`config.mk`:
```
export PLATFORM = sky130hd
export DESIGN_NAME = memArbiterTop
export DESIGN_NICKNAME = d
export VERILOG_FILES = /design/src/memArbPkg.sv /design/src/beatIf.sv /design/src/burstIf.sv /design/src/memArbiterTop.sv /design/src/cacheFillDemux.sv /design/src/burstSequencer.sv /design/src/requestArbiter.sv
export SDC_FILE = /design/constraint.sdc
export NUM_CORES = 1
export LEC_CHECK = 0
export BUFFER_PORTS_ARGS = -buffer_cell sky130_fd_sc_hd__buf_2
export CORE_ASPECT_RATIO = 0.7
export CORE_MARGIN = 2
export CORE_UTILIZATION = 50
export DETAILED_ROUTE_END_ITERATION = 10
export GPL_ROUTABILITY_DRIVEN = 0
export PLACE_DENSITY = 0.83
export SYNTH_ARGS = -nofsm -noshare
export SYNTH_HDL_FRONTEND = slang
export SYNTH_SLANG_ARGS = --single-unit
```
`constraint.sdc`:
```
create_clock -name gpuClk -period 7.2 [get_ports gpuClk]
set_input_delay 1.44 -clock gpuClk [delete_from_list [all_inputs] [get_ports gpuClk]]
set_output_delay 1.44 -clock gpuClk [all_outputs]
set_load 0.05 [all_outputs]
```
`src/memArbPkg.sv`:
```
package memArbPkg;

	// --------------------
	// Widths
	// --------------------
	localparam int VRAM_ADR_W = 20;	// Byte address, 1 MB of VRAM
	localparam int DDR_DATA_W = 32;	// One beat on the memory bus
	localparam int TEX_ADR_W  = 17;	// Texture line, 8-byte units
	localparam int CLUT_ADR_W = 15;	// CLUT line, 32-byte units
	localparam int MEM_CMD_W  = 56;	// GPU command word

	// --------------------
	// Command word
	// --------------------
	typedef enum logic [2:0] {
		MEM_NONE       = 3'd0,	// Nothing this cycle
		MEM_PIXEL2VRAM = 3'd1,	// Masked pixel pair
		MEM_FILL       = 3'd2	// One colour over a block
	} memOpT;

	// Packed from the MSB down, 56 bits in total
	typedef struct packed {
		logic [15:0] colorL;	// Left pixel, also fill colour
		logic [15:0] colorR;	// Right pixel
		logic [1:0]  validPair;	// Per-pixel write enable
		logic [14:0] blockAdr;	// 32-byte block
		logic [2:0]  pairId;	// Word inside the block
		logic        spare;
		memOpT       opCode;
	} memCmdT;

	// --------------------
	// Bursts
	// --------------------
	typedef enum logic [1:0] {
		BURST_PIXPAIR,	// Single masked write
		BURST_FILL,		// 8 writes
		BURST_CLUT,		// 8 reads
		BURST_TEX		// 2 reads
	} burstKindT;

	// Beat counts per burst kind
	localparam int BEATS_PIX  = 1;
	localparam int BEATS_FILL = 8;
	localparam int BEATS_CLUT = 8;
	localparam int BEATS_TEX  = 2;

	typedef logic [2:0] beatIdxT;	// Up to 8 beats

endpackage
```
`src/beatIf.sv`:
```
`timescale 1ns/10ps

// One strobe per acknowledged read beat, no back-pressure
interface beatIf import memArbPkg::*; ();

	logic                  beatValid;	// Ack of a read beat
	beatIdxT               beatIdx;		// Position inside the burst
	logic [DDR_DATA_W-1:0] beatData;	// dat_i of that beat
	burstKindT             kind;		// CLUT or TEX
	logic                  sideR;		// Requesting side
	logic                  last;		// Final beat of the burst

	modport seq (
		output beatValid, beatIdx, beatData, kind, sideR, last
	);

	modport fill (
		input  beatValid, beatIdx, beatData, kind, sideR, last
	);

endinterface

```
`src/burstIf.sv`:
```
`timescale 1ns/10ps

// Granted burst descriptor, arbiter to sequencer
interface burstIf import memArbPkg::*; #(
	parameter int VRAM_ADR_W = memArbPkg::VRAM_ADR_W
) ();

	logic                  start;		// One-cycle strobe, idle only
	burstKindT             kind;
	logic                  sideR;		// 0 left, 1 right
	logic [VRAM_ADR_W-1:0] baseAdr;		// Byte address of beat 0
	beatIdxT               lastBeat;	// Beat count minus 1
	logic [DDR_DATA_W-1:0] wrData;		// Write payload
	logic [3:0]            wrSel;		// Byte enables
	logic                  done;		// Strobe after last acked beat

	// Descriptor held stable from start until done
	modport arb (
		output start, kind, sideR, baseAdr, lastBeat, wrData, wrSel,
		input  done
	);

	modport seq (
		input  start, kind, sideR, baseAdr, lastBeat, wrData, wrSel,
		output done
	);

endinterface

```
`src/memArbiterTop.sv`:
```
`timescale 1ns/10ps

module memArbiterTop import memArbPkg::*; #(
	parameter int VRAM_ADR_W = memArbPkg::VRAM_ADR_W
) (
	input  logic                    gpuClk,
	input  logic                    resetX,
	// --------------------
	// GPU command
	input  logic [MEM_CMD_W-1:0]    cmd_i,
	output logic                    memBusy_o,
	// --------------------
	// TEX cache
	input  logic                    texReqL_i,
	input  logic                    texReqR_i,
	input  logic [TEX_ADR_W-1:0]    texAdrL_i,
	input  logic [TEX_ADR_W-1:0]    texAdrR_i,
	output logic                    texCompleteL_o,
	output logic                    texCompleteR_o,
	output logic                    texWrite_o,
	output logic [2*DDR_DATA_W-1:0] texData_o,
	// --------------------
	// CLUT cache
	input  logic                    clutReqL_i,
	input  logic                    clutReqR_i,
	input  logic [CLUT_ADR_W-1:0]   clutAdrL_i,
	input  logic [CLUT_ADR_W-1:0]   clutAdrR_i,
	output logic                    clutCompleteL_o,
	output logic                    clutCompleteR_o,
	output logic                    clutWrite_o,
	output logic [2:0]              clutIndex_o,
	output logic [DDR_DATA_W-1:0]   clutData_o,
	// --------------------
	// Memory bus
	output logic [VRAM_ADR_W-1:0]   adr_o,
	output logic [DDR_DATA_W-1:0]   dat_o,
	output logic [3:0]              sel_o,
	output logic [2:0]              cnt_o,
	output logic                    wrt_o,
	output logic                    req_o,
	input  logic [DDR_DATA_W-1:0]   dat_i,
	input  logic                    ack_i
);

	burstIf #(.VRAM_ADR_W(VRAM_ADR_W)) burstBus ();	// Arbiter to sequencer
	beatIf beatBus ();								// Sequencer to fill logic

	requestArbiter #(.VRAM_ADR_W(VRAM_ADR_W)) arbInst (
		.gpuClk     (gpuClk),
		.resetX     (resetX),
		.cmd_i      (cmd_i),
		.texReqL_i  (texReqL_i),
		.texReqR_i  (texReqR_i),
		.texAdrL_i  (texAdrL_i),
		.texAdrR_i  (texAdrR_i),
		.clutReqL_i (clutReqL_i),
		.clutReqR_i (clutReqR_i),
		.clutAdrL_i (clutAdrL_i),
		.clutAdrR_i (clutAdrR_i),
		.memBusy_o  (memBusy_o),
		.bus        (burstBus.arb)
	);

	burstSequencer #(.VRAM_ADR_W(VRAM_ADR_W)) seqInst (
		.gpuClk (gpuClk),
		.resetX (resetX),
		.adr_o  (adr_o),
		.dat_o  (dat_o),
		.sel_o  (sel_o),
		.cnt_o  (cnt_o),
		.wrt_o  (wrt_o),
		.req_o  (req_o),
		.dat_i  (dat_i),
		.ack_i  (ack_i),
		.bus    (burstBus.seq),
		.beat   (beatBus.seq)
	);

	cacheFillDemux fillInst (
		.gpuClk          (gpuClk),
		.resetX          (resetX),
		.beat            (beatBus.fill),
		.texWrite_o      (texWrite_o),
		.texData_o       (texData_o),
		.texCompleteL_o  (texCompleteL_o),
		.texCompleteR_o  (texCompleteR_o),
		.clutWrite_o     (clutWrite_o),
		.clutIndex_o     (clutIndex_o),
		.clutData_o      (clutData_o),
		.clutCompleteL_o (clutCompleteL_o),
		.clutCompleteR_o (clutCompleteR_o)
	);

endmodule

```
`src/cacheFillDemux.sv`:
```
`timescale 1ns/10ps

module cacheFillDemux import memArbPkg::*; (
	input  logic                    gpuClk,
	input  logic                    resetX,
	beatIf.fill                     beat,
	// TEX cache
	output logic                    texWrite_o,
	output logic [2*DDR_DATA_W-1:0] texData_o,		// {beat 1, beat 0}
	output logic                    texCompleteL_o,
	output logic                    texCompleteR_o,
	// CLUT cache
	output logic                    clutWrite_o,
	output beatIdxT                 clutIndex_o,
	output logic [DDR_DATA_W-1:0]   clutData_o,
	output logic                    clutCompleteL_o,
	output logic                    clutCompleteR_o
);

	logic                  clutBeat;
	logic                  texBeat;
	logic [DDR_DATA_W-1:0] texLowQ;	// First half of the texture line

	assign clutBeat = beat.beatValid && (beat.kind == BURST_CLUT);
	assign texBeat  = beat.beatValid && (beat.kind == BURST_TEX);

	// --------------------
	// Strobes
	// --------------------
	always_ff @(posedge gpuClk) begin
		if (resetX) begin
			clutWrite_o     <= 1'b0;
			clutCompleteL_o <= 1'b0;
			clutCompleteR_o <= 1'b0;
			texWrite_o      <= 1'b0;
			texCompleteL_o  <= 1'b0;
			texCompleteR_o  <= 1'b0;
		end else begin
			clutWrite_o     <= clutBeat;	// One write per beat
			clutCompleteL_o <= clutBeat && beat.last && !beat.sideR;
			clutCompleteR_o <= clutBeat && beat.last && beat.sideR;
			texWrite_o      <= texBeat && beat.last;	// Whole line at once
			texCompleteL_o  <= texBeat && beat.last && !beat.sideR;
			texCompleteR_o  <= texBeat && beat.last && beat.sideR;
		end
	end

	// --------------------
	// Payload
	// --------------------
	always_ff @(posedge gpuClk) begin
		if (clutBeat) begin
			clutIndex_o <= beat.beatIdx;
			clutData_o  <= beat.beatData;
		end
		if (texBeat && !beat.last) begin
			texLowQ <= beat.beatData;		// Park beat 0
		end
		if (texBeat && beat.last) begin
			texData_o <= {beat.beatData, texLowQ};
		end
	end

	// Only one burst is ever in flight
	assert property (@(posedge gpuClk) disable iff (resetX)
		!(texWrite_o && clutWrite_o));

endmodule

```
`src/burstSequencer.sv`:
```
`timescale 1ns/10ps

module burstSequencer import memArbPkg::*; #(
	parameter int VRAM_ADR_W = memArbPkg::VRAM_ADR_W
) (
	input  logic                  gpuClk,
	input  logic                  resetX,
	// Memory bus
	output logic [VRAM_ADR_W-1:0] adr_o,
	output logic [DDR_DATA_W-1:0] dat_o,
	output logic [3:0]            sel_o,
	output beatIdxT               cnt_o,	// Beats minus 1
	output logic                  wrt_o,
	output logic                  req_o,
	input  logic [DDR_DATA_W-1:0] dat_i,
	input  logic                  ack_i,	// One beat per cycle high
	// Internal
	burstIf.seq                   bus,
	beatIf.seq                    beat
);

	logic    reqQ;
	beatIdxT beatCnt;	// Acked beats so far
	logic    doneQ;
	logic    isWrite;
	logic    lastHit;	// Current beat is the final one
	logic    beatAck;

	assign isWrite = (bus.kind == BURST_PIXPAIR) || (bus.kind == BURST_FILL);
	assign lastHit = (beatCnt == bus.lastBeat);
	assign beatAck = reqQ && ack_i;

	// --------------------
	// Request and beat counter
	// --------------------
	always_ff @(posedge gpuClk) begin
		if (resetX) begin
			reqQ    <= 1'b0;
			beatCnt <= '0;
			doneQ   <= 1'b0;
		end else begin
			doneQ <= 1'b0;
			if (bus.start) begin
				reqQ    <= 1'b1;		// Cycle after start
				beatCnt <= '0;
			end else if (beatAck) begin
				if (lastHit) begin
					reqQ  <= 1'b0;		// Drop with done
					doneQ <= 1'b1;
				end else begin
					beatCnt <= beatCnt + 3'd1;
				end
			end
		end
	end

	assign bus.done = doneQ;

	// --------------------
	// Bus outputs
	// --------------------
	// Pixel pair sits at one word, others walk the line
	always_comb begin
		if (bus.kind == BURST_PIXPAIR) begin
			adr_o = bus.baseAdr;
		end else begin
			adr_o = bus.baseAdr + VRAM_ADR_W'({beatCnt, 2'd0});
		end
	end

	assign dat_o = bus.wrData;	// Constant over the burst
	assign sel_o = bus.wrSel;
	assign cnt_o = bus.lastBeat;
	assign req_o = reqQ;
	assign wrt_o = reqQ && isWrite;

	// --------------------
	// Read beats to fill logic
	// --------------------
	assign beat.beatValid = beatAck && !isWrite;
	assign beat.beatIdx   = beatCnt;
	assign beat.beatData  = dat_i;
	assign beat.kind      = bus.kind;
	assign beat.sideR     = bus.sideR;
	assign beat.last      = lastHit;

	// Memory only answers an open request
	assert property (@(posedge gpuClk) disable iff (resetX)
		ack_i |-> req_o);

	// Request held until final beat is acked
	assert property (@(posedge gpuClk) disable iff (resetX)
		(req_o && !(ack_i && lastHit)) |=> req_o);

endmodule

```
`src/requestArbiter.sv`:
```
`timescale 1ns/10ps

module requestArbiter import memArbPkg::*; #(
	parameter int VRAM_ADR_W = memArbPkg::VRAM_ADR_W
) (
	input  logic                  gpuClk,
	input  logic                  resetX,
	input  logic [MEM_CMD_W-1:0]  cmd_i,		// Strobe, only while not busy
	input  logic                  texReqL_i,
	input  logic                  texReqR_i,
	input  logic [TEX_ADR_W-1:0]  texAdrL_i,
	input  logic [TEX_ADR_W-1:0]  texAdrR_i,
	input  logic                  clutReqL_i,
	input  logic                  clutReqR_i,
	input  logic [CLUT_ADR_W-1:0] clutAdrL_i,
	input  logic [CLUT_ADR_W-1:0] clutAdrR_i,
	output logic                  memBusy_o,
	burstIf.arb                   bus
);

	memCmdT                cmdW;
	logic                  cmdValid;
	logic                  grantAny;	// Something to serve this cycle
	logic                  busyQ;
	burstKindT             kindN;
	logic                  sideN;
	logic [VRAM_ADR_W-1:0] adrN;
	beatIdxT               lastN;
	logic [DDR_DATA_W-1:0] datN;
	logic [3:0]            selN;
	logic [CLUT_ADR_W-1:0] clutAdrSel;	// Left wins when both ask
	logic [TEX_ADR_W-1:0]  texAdrSel;

	assign cmdW       = memCmdT'(cmd_i);
	assign cmdValid   = (cmdW.opCode != MEM_NONE);
	assign clutAdrSel = clutReqL_i ? clutAdrL_i : clutAdrR_i;
	assign texAdrSel  = texReqL_i ? texAdrL_i : texAdrR_i;

	// --------------------
	// Priority and decode
	// --------------------
	// Command > CLUT L > CLUT R > TEX L > TEX R
	always_comb begin
		grantAny = 1'b1;
		kindN    = BURST_PIXPAIR;
		sideN    = 1'b0;
		adrN     = '0;
		lastN    = '0;
		datN     = '0;		// Don't care on reads
		selN     = 4'hF;
		if (cmdValid) begin
			if (cmdW.opCode == MEM_FILL) begin
				kindN = BURST_FILL;
				adrN  = VRAM_ADR_W'({cmdW.blockAdr, 5'd0});
				lastN = beatIdxT'(BEATS_FILL - 1);
				datN  = {cmdW.colorL, cmdW.colorL};	// Same colour both halves
			end else begin
				kindN = BURST_PIXPAIR;
				adrN  = VRAM_ADR_W'({cmdW.blockAdr, cmdW.pairId, 2'd0});
				lastN = beatIdxT'(BEATS_PIX - 1);
				datN  = {cmdW.colorR, cmdW.colorL};
				selN  = {{2{cmdW.validPair[1]}}, {2{cmdW.validPair[0]}}};	// 2 bytes/pixel
			end
		end else if (clutReqL_i || clutReqR_i) begin
			kindN = BURST_CLUT;
			sideN = !clutReqL_i;
			adrN  = VRAM_ADR_W'({clutAdrSel, 5'd0});	// 32-byte line
			lastN = beatIdxT'(BEATS_CLUT - 1);
		end else if (texReqL_i || texReqR_i) begin
			kindN = BURST_TEX;
			sideN = !texReqL_i;
			adrN  = VRAM_ADR_W'({texAdrSel, 3'd0});		// 8-byte line
			lastN = beatIdxT'(BEATS_TEX - 1);
		end else begin
			grantAny = 1'b0;
		end
	end

	// --------------------
	// Busy and start
	// --------------------
	always_ff @(posedge gpuClk) begin
		if (resetX) begin
			busyQ     <= 1'b0;
			bus.start <= 1'b0;
		end else begin
			bus.start <= 1'b0;
			if (!busyQ && grantAny) begin
				busyQ     <= 1'b1;	// Set on grant
				bus.start <= 1'b1;
			end else if (bus.done) begin
				busyQ     <= 1'b0;	// Idle again next cycle
			end
		end
	end

	// Descriptor latch, held until done
	always_ff @(posedge gpuClk) begin
		if (!busyQ && grantAny) begin
			bus.kind     <= kindN;
			bus.sideR    <= sideN;
			bus.baseAdr  <= adrN;
			bus.lastBeat <= lastN;
			bus.wrData   <= datN;
			bus.wrSel    <= selN;
		end
	end

	assign memBusy_o = busyQ;

	// GPU must wait for memBusy_o low
	assert property (@(posedge gpuClk) disable iff (resetX)
		busyQ |-> (cmdW.opCode == MEM_NONE));

	// No second burst before the sequencer reports done
	assert property (@(posedge gpuClk) disable iff (resetX)
		bus.start |=> (!bus.start until_with bus.done));

endmodule

```
; Yosys cells after proc, flatten, opt, wreduce, memory -nomap -nowiden
; Cells that the tools add are included.
[word_totals]
wordCells = 91
regBits = 205
out_inout_bits = 167
in_bits = 159
[op_classes]
add_sub_neg = 2
n_mux = 28
bitwise_logic = 3
eq_ne = 5
reduce_logical = 32
[ops]
columns = operator, count
row1 = two-way mux 20 bit, 4
row2 = two-way mux 32 bit, 1
row3 = adder 20 x 5 -> 20 bit, 1
row4 = two-way mux 17 bit, 1
row5 = two-way mux 15 bit, 1
row6 = two-way mux 1 bit, 14
row7 = logical AND 1 bit, 13
row8 = two-way mux 3 bit, 3
row9 = logical NOT 1 bit, 6
row10 = two-way mux 2 bit, 3
row11 = nonzero test 2 bit, 3
row12 = two-way mux 5 bit, 1
row13 = "equality test 2 bit, second input constant", 2
row14 = AND reduction 2 bit, 2
row15 = OR reduction 2 bit, 2
row16 = "adder 3 x 1 -> 3 bit, second input constant", 1
row17 = "equality test 3 x 2 -> 1 bit, second input constant", 1
row18 = equality test 3 bit, 1
row19 = logical OR 1 bit, 3
row20 = inverter 1 bit, 3
row21 = nonzero test 3 bit, 1
row22 = OR reduction 3 bit, 1
row23 = "equality test 2 x 1 -> 1 bit, second input constant", 1
row24 = logical NOT 2 bit, 1

; Longest topological paths before layout
[logic_depth]
word_depth = 7
depth_mapped = 7
ltp_nobuf = 6

; By module
; From an unflattened synthesis, not the netlist that was laid out.
[unflattened]
hier_cells = 581
area_unflattened_um2 = 8370.5
[modules_own_cells]
columns = module, seq_area_each_um2, cells_per_inst, area_per_inst_um2, n_inst
row1 = cacheFillDemux, 4053.9, 150, 4146.5, 1
row2 = requestArbiter, 1751.7, 272, 2942.8, 1
row3 = burstSequencer, 100.1, 159, 1281.2, 1

; Worst setup path after synthesis
; OpenSTA, ideal clock, no wires.
[synth_path]
path_type = input to register
start = input port ack_i
end = register fillInst.texData_o[0], enable pin
setup_ps = 487
n_path_buf = 0
slack_ps = 2383
arrival_time_ps = 4331
required_time_ps = 6713
stages = 2
path_cell_list = nand4_1 -> nor2_1
[synth_between]
elab_chain_cells = 4
[synth_lines]
columns = element, line
row1 = "start, declared", memArbiterTop.sv:42  ; input logic ack_i
row2 = logical AND 1 bit, burstSequencer.sv:31  ; assign beatAck = reqQ && ack_i;
row3 = logical AND 1 bit, burstSequencer.sv:80  ; assign beat.beatValid = beatAck && !isWrite;
row4 = logical AND 1 bit, cacheFillDemux.sv:25  ; assign texBeat = beat.beatValid && (beat.kind == BURST_TEX);
row5 = logical AND 1 bit, cacheFillDemux.sv:59  ; if (texBeat && beat.last) begin
row6 = "end signal, assigned", cacheFillDemux.sv:60  ; texData_o <= {beat.beatData, texLowQ};
row7 = "end, declared", cacheFillDemux.sv:9  ; output logic [2*DDR_DATA_W-1:0] texData_o,
; Every way passes these cells.
; A chain may end at the register's enable or synchronous reset.

; Worst setup path in the final report
[layout_path]
start = register seqInst.beatCnt[0] (netlist: seqInst.beat.beatIdx[0])
end = output port adr_o[16]
[layout_between]
elab_chain_cells = 2
[layout_lines]
columns = element, line
row1 = "start, declared", burstSequencer.sv:23  ; beatIdxT beatCnt;
row2 = "start signal, assigned", burstSequencer.sv:51  ; beatCnt <= beatCnt + 3'd1;
row3 = adder 20 x 5 -> 20 bit, burstSequencer.sv:67  ; adr_o = bus.baseAdr + VRAM_ADR_W'({beatCnt, 2'd0});
row4 = two-way mux 20 bit, burstSequencer.sv:64  ; if (bus.kind == BURST_PIXPAIR) begin
row5 = "end, declared", memArbiterTop.sv:35  ; output logic [VRAM_ADR_W-1:0] adr_o,
; Every way passes these cells.

==> summary.md <==
| Metric | Value |
|---|---|
| Status | `finished clean` |
| Routed len/inst | `~18 um` |
| CTS Buf Count | `20` |
| PortBufs | `322` |
| Post-synth EDFFs | `approximately 190` |
| Vias in the first global route | `5177` |
| Post-synthesis mux area share | `less than 1%` |
| Total track usage | `between 20% and 30%` |
| Power, Total | `roughly 2.7 mW` |
| Non-filler cells, final | `1033` |
| Cell Rows | `37` |
| CORE AREA | `0.01491 sq mm` |
| Crit Path Class | `reg -> out` |
| Setup WS pre-CTS | `between 3 and 4 ns` |
| Adder-Cell Fraction of Synth Area | `0.9073%` |
| Most common cell in the netlist | `edfxtp_1` |
| Simple-gate share of the synthesized area | `9.413%` |
| First-pass GRT wire length | `between 20000 and 30000 um` |
| CTS Sinks | `201` |
| Mean area per synthesized cell | `15.29 sq um` |
| Top_reg_cell synth | `edfxtp_1` |
| Crit start category | `flop` |
| Worst-path clk slew | `around 0.060 ns` |
| Dpl hpwl | `13980 um` |
| FF+latch count, synth | `~200` |
| Synth Area in Compound Gates | `~7.6%` |
| Top Ports | `between 300 and 400` |
| Fin nets | `around 990` |
| Crit-path max FO | `6` |
| Slew @ Worst Pin | `between 1 and 1.5 ns` |
| Largest net degree at the start of global routing | `65` |
| Placed insts | `997` |
| Setup bufs post-CTS | `0` |
| Starting Density | `between 50 and 60%` |
| DIE AREA | `0.01647 sq mm` |
| Fin crit share | `approximately 56%` |
| Routed Antenna Nets | `0` |
| Crit path capture type | `output port` |
| Drt pass-1 iters | `6` |
| Post-synth top cells | `188 x edfxtp_1, 58 x nand2_1, 28 x nor2_1` |
| Ant diodes | `0` |
| DRC violations left | `0` |
| Share of layout cells above drive strength 1 | `44.39%` |
| Synth top area cells | `edfxtp_1 73%, dfxtp_1 3.4%, nand2_1 2.8%` |
| Pwr dens | `around 270 mW/mm^2` |
| Clock Tree Buf Depth | `3` |
| H-tree Lvls | `1` |
| Area occupied by multi-input gates | `0.001584 sq mm` |
| Count of final setup violators | `0` |
| Async set or reset register ratio after synthesis | `0%` |
| Die width | `~150 um` |
| Via count | `approximately 5400` |
| Worst setup slack after layout | `3.204 ns` |
| CTS tree | `built` |
| Setup_tns | `0 ns` |
| Post-Route WL | `18940 um` |
| Tmin final | `approximately 4.0 ns` |
| Gate Count Post-Synth | `a little over 500` |
| VDD IR max | `~140 uV` |
| Worst hold slack | `roughly 0.42 ns` |
| Share of the synthesized area in the top cell type | `73.10%` |
| Max Clk Rate | `around 250 MHz` |
| Die Height | `around 110 um` |
| Synth cell types | `50` |
| Skew final | `around 0.014 ns` |
| Leakage | `between 4 and 5 nW` |
| Hold/Removal Path Class | `reg -> reg` |
| Mapped Area | `0.007722 sq mm` |
| Grt ovf | `0` |
| Via density | `5.240` |
| CTS root buf | `clkbuf_16` |
| Synth area leader | `edfxtp_1` |
| Hold Buf Count CTS | `0` |
| Hold Fails Final Rpt | `0` |
| Post_cts resized | `0` |
| Seq/Total Area, Yosys | `~76%` |
| Area delta synth->final | `31.30%` |
| Worst path required time | `between 5 and 6 ns` |
| Largest family of logic cells by synthesized area | `simple AND/OR/NAND/NOR gates` |
| Initial DRC Count | `just over 300` |
| Max-slew violations | `0` |
| Initial antenna violation count | `1` |
| Max Cap Viol | `0` |
| Worst-Skew Late Latency | `about 0.49 ns` |
| YS warnings | `0` |
| RSZ-0062 raised after global routing | `no` |
| # fillers | `between 1000 and 1500` |
| Slew headroom | `between 20% and 30%` |
| Register area | `between 0.005 and 0.006 sq mm` |
| Critical path arrival | `between 2 and 3 ns` |
| Xor and xnor area share after synthesis | `between 1.5 and 2%` |
[kinds of logic (layout without fill, tap and decap cells)]
logic type / count (synthesis) / count (layout)
flip-flops: 201 / 201
AND/OR/NAND/NOR: 146 / 146
AO/OA/AOI/OAI: 84 / 84
buffers and inverters: 49 / 381
XOR/XNOR: 17 / 17
adder cells (fa/ha/maj): 5 / 5
multiplexers: 2 / 2
other: 1 / 2
[critical path, cell delays in order, from the launching register on]
cell	delay, ns
dfxtp_1	0.38
ha_1	0.26
fa_1	0.42
a21oi_1	0.28
nor2_1	0.14
nand3_1	0.13
xnor2_1	0.16
buf_2	0.31
[final cells by class]
type | instances | share of cell area [%]
Multi-Input combinational cell | 256 | 15.62
Tap cell | 195 | 2.406
Timing Repair Buffer | 326 | 16.19
Clock inverter | 12 | 1.752
Inverter | 19 | 0.7034
Sequential cell | 201 | 58.24
Clock buffer | 24 | 5.084
[where the power goes]
part | internal (mW) | switching, mW | total (mW)
registers | 1.32 | 0.0200 | 1.34
logic | 0.0870 | 0.230 | 0.317
clock network | 0.661 | 0.421 | 1.08
total | 2.07 | 0.671 | 2.74
[metal layers]
metal  part of all wire, %  wire, um  global-route usage [%]
met2                    50      9412                   39.61
met5                     0         0                       0
met1                    40      7531                   28.26
met4                   3.2       611                   7.606
met3                   7.3      1381                   4.289
[registers in the layout, summed over array words and instances (netlist names)]
register / count
seqInst.bus.done: 1
seqInst.req_o: 1
arbInst.bus.wrData: 32
fillInst.clutIndex_o: 3
seqInst.beat.beatIdx: 3
fillInst.texWrite_o: 1
fillInst.texCompleteL_o: 1
arbInst.bus.sideR: 1
fillInst.clutCompleteR_o: 1
arbInst.bus.lastBeat: 2
arbInst.bus.baseAdr: 18
fillInst.texLowQ: 32
fillInst.clutData_o: 32
arbInst.bus.kind: 2
fillInst.texCompleteR_o: 1
arbInst.bus.start: 1
fillInst.clutWrite_o: 1
arbInst.memBusy_o: 1
fillInst.clutCompleteL_o: 1
arbInst.bus.wrSel: 2
fillInst.texData_o: 64
[layout by cell type, fill, tap and decap left out, types with 2 or more instances in the layout]
master     instances
nor2_4             4
nor2_1            25
clkinv_1           2
nand2_1           58
nor2b_1           17
inv_1             18
edfxtp_1         188
a22oi_1            2
buf_2            322
nand4_1            6
a221oi_1          14
o21ai_0           23
buf_4              4
xor2_1             3
a31oi_1           15
clkinv_2           3
xnor2_1           14
nand3_1            7
a211oi_1           2
nand2b_1           4
dfxtp_1           13
mux2_2             2
conb_1             2
clkbuf_16         20
bufinv_16          4
and2_1             2
ha_1               4
a211o_1           15
clkbuf_1           4
and3_1             5
nor3_1             6
a21oi_1            5
nor4_1             3
[metrics by stage]
stage	cell area, sq um	utilization (%)
3_3_place_gp	9447	63.37
6_report	10140	68.02
4_1_cts	10140	68.02
3_5_place_dp	9447	63.37
5_1_grt	10140	68.02
2_1_floorplan	7726	-
[path summary, 6_finish.rpt]
path / startpoint / endpoint / slack [ns] / cells past startpoint
setup / recovery: seqInst.beat.beatIdx[0]$_SDFFE_PP0P_ / adr_o[16] / 3.20 / 7
hold / removal: fillInst.texLowQ[1]$_DFFE_PP_ / fillInst.texData_o[1]$_DFFE_PP_ / 0.42 / 0
setup reg to reg: arbInst.bus.lastBeat[1]$_DFFE_PP_ / fillInst.texData_o[54]$_DFFE_PP_ / 4.99 / 4
hold reg to reg: fillInst.texLowQ[1]$_DFFE_PP_ / fillInst.texData_o[1]$_DFFE_PP_ / 0.42 / 0
No activity file was read; power rests on OpenSTA's default activity.
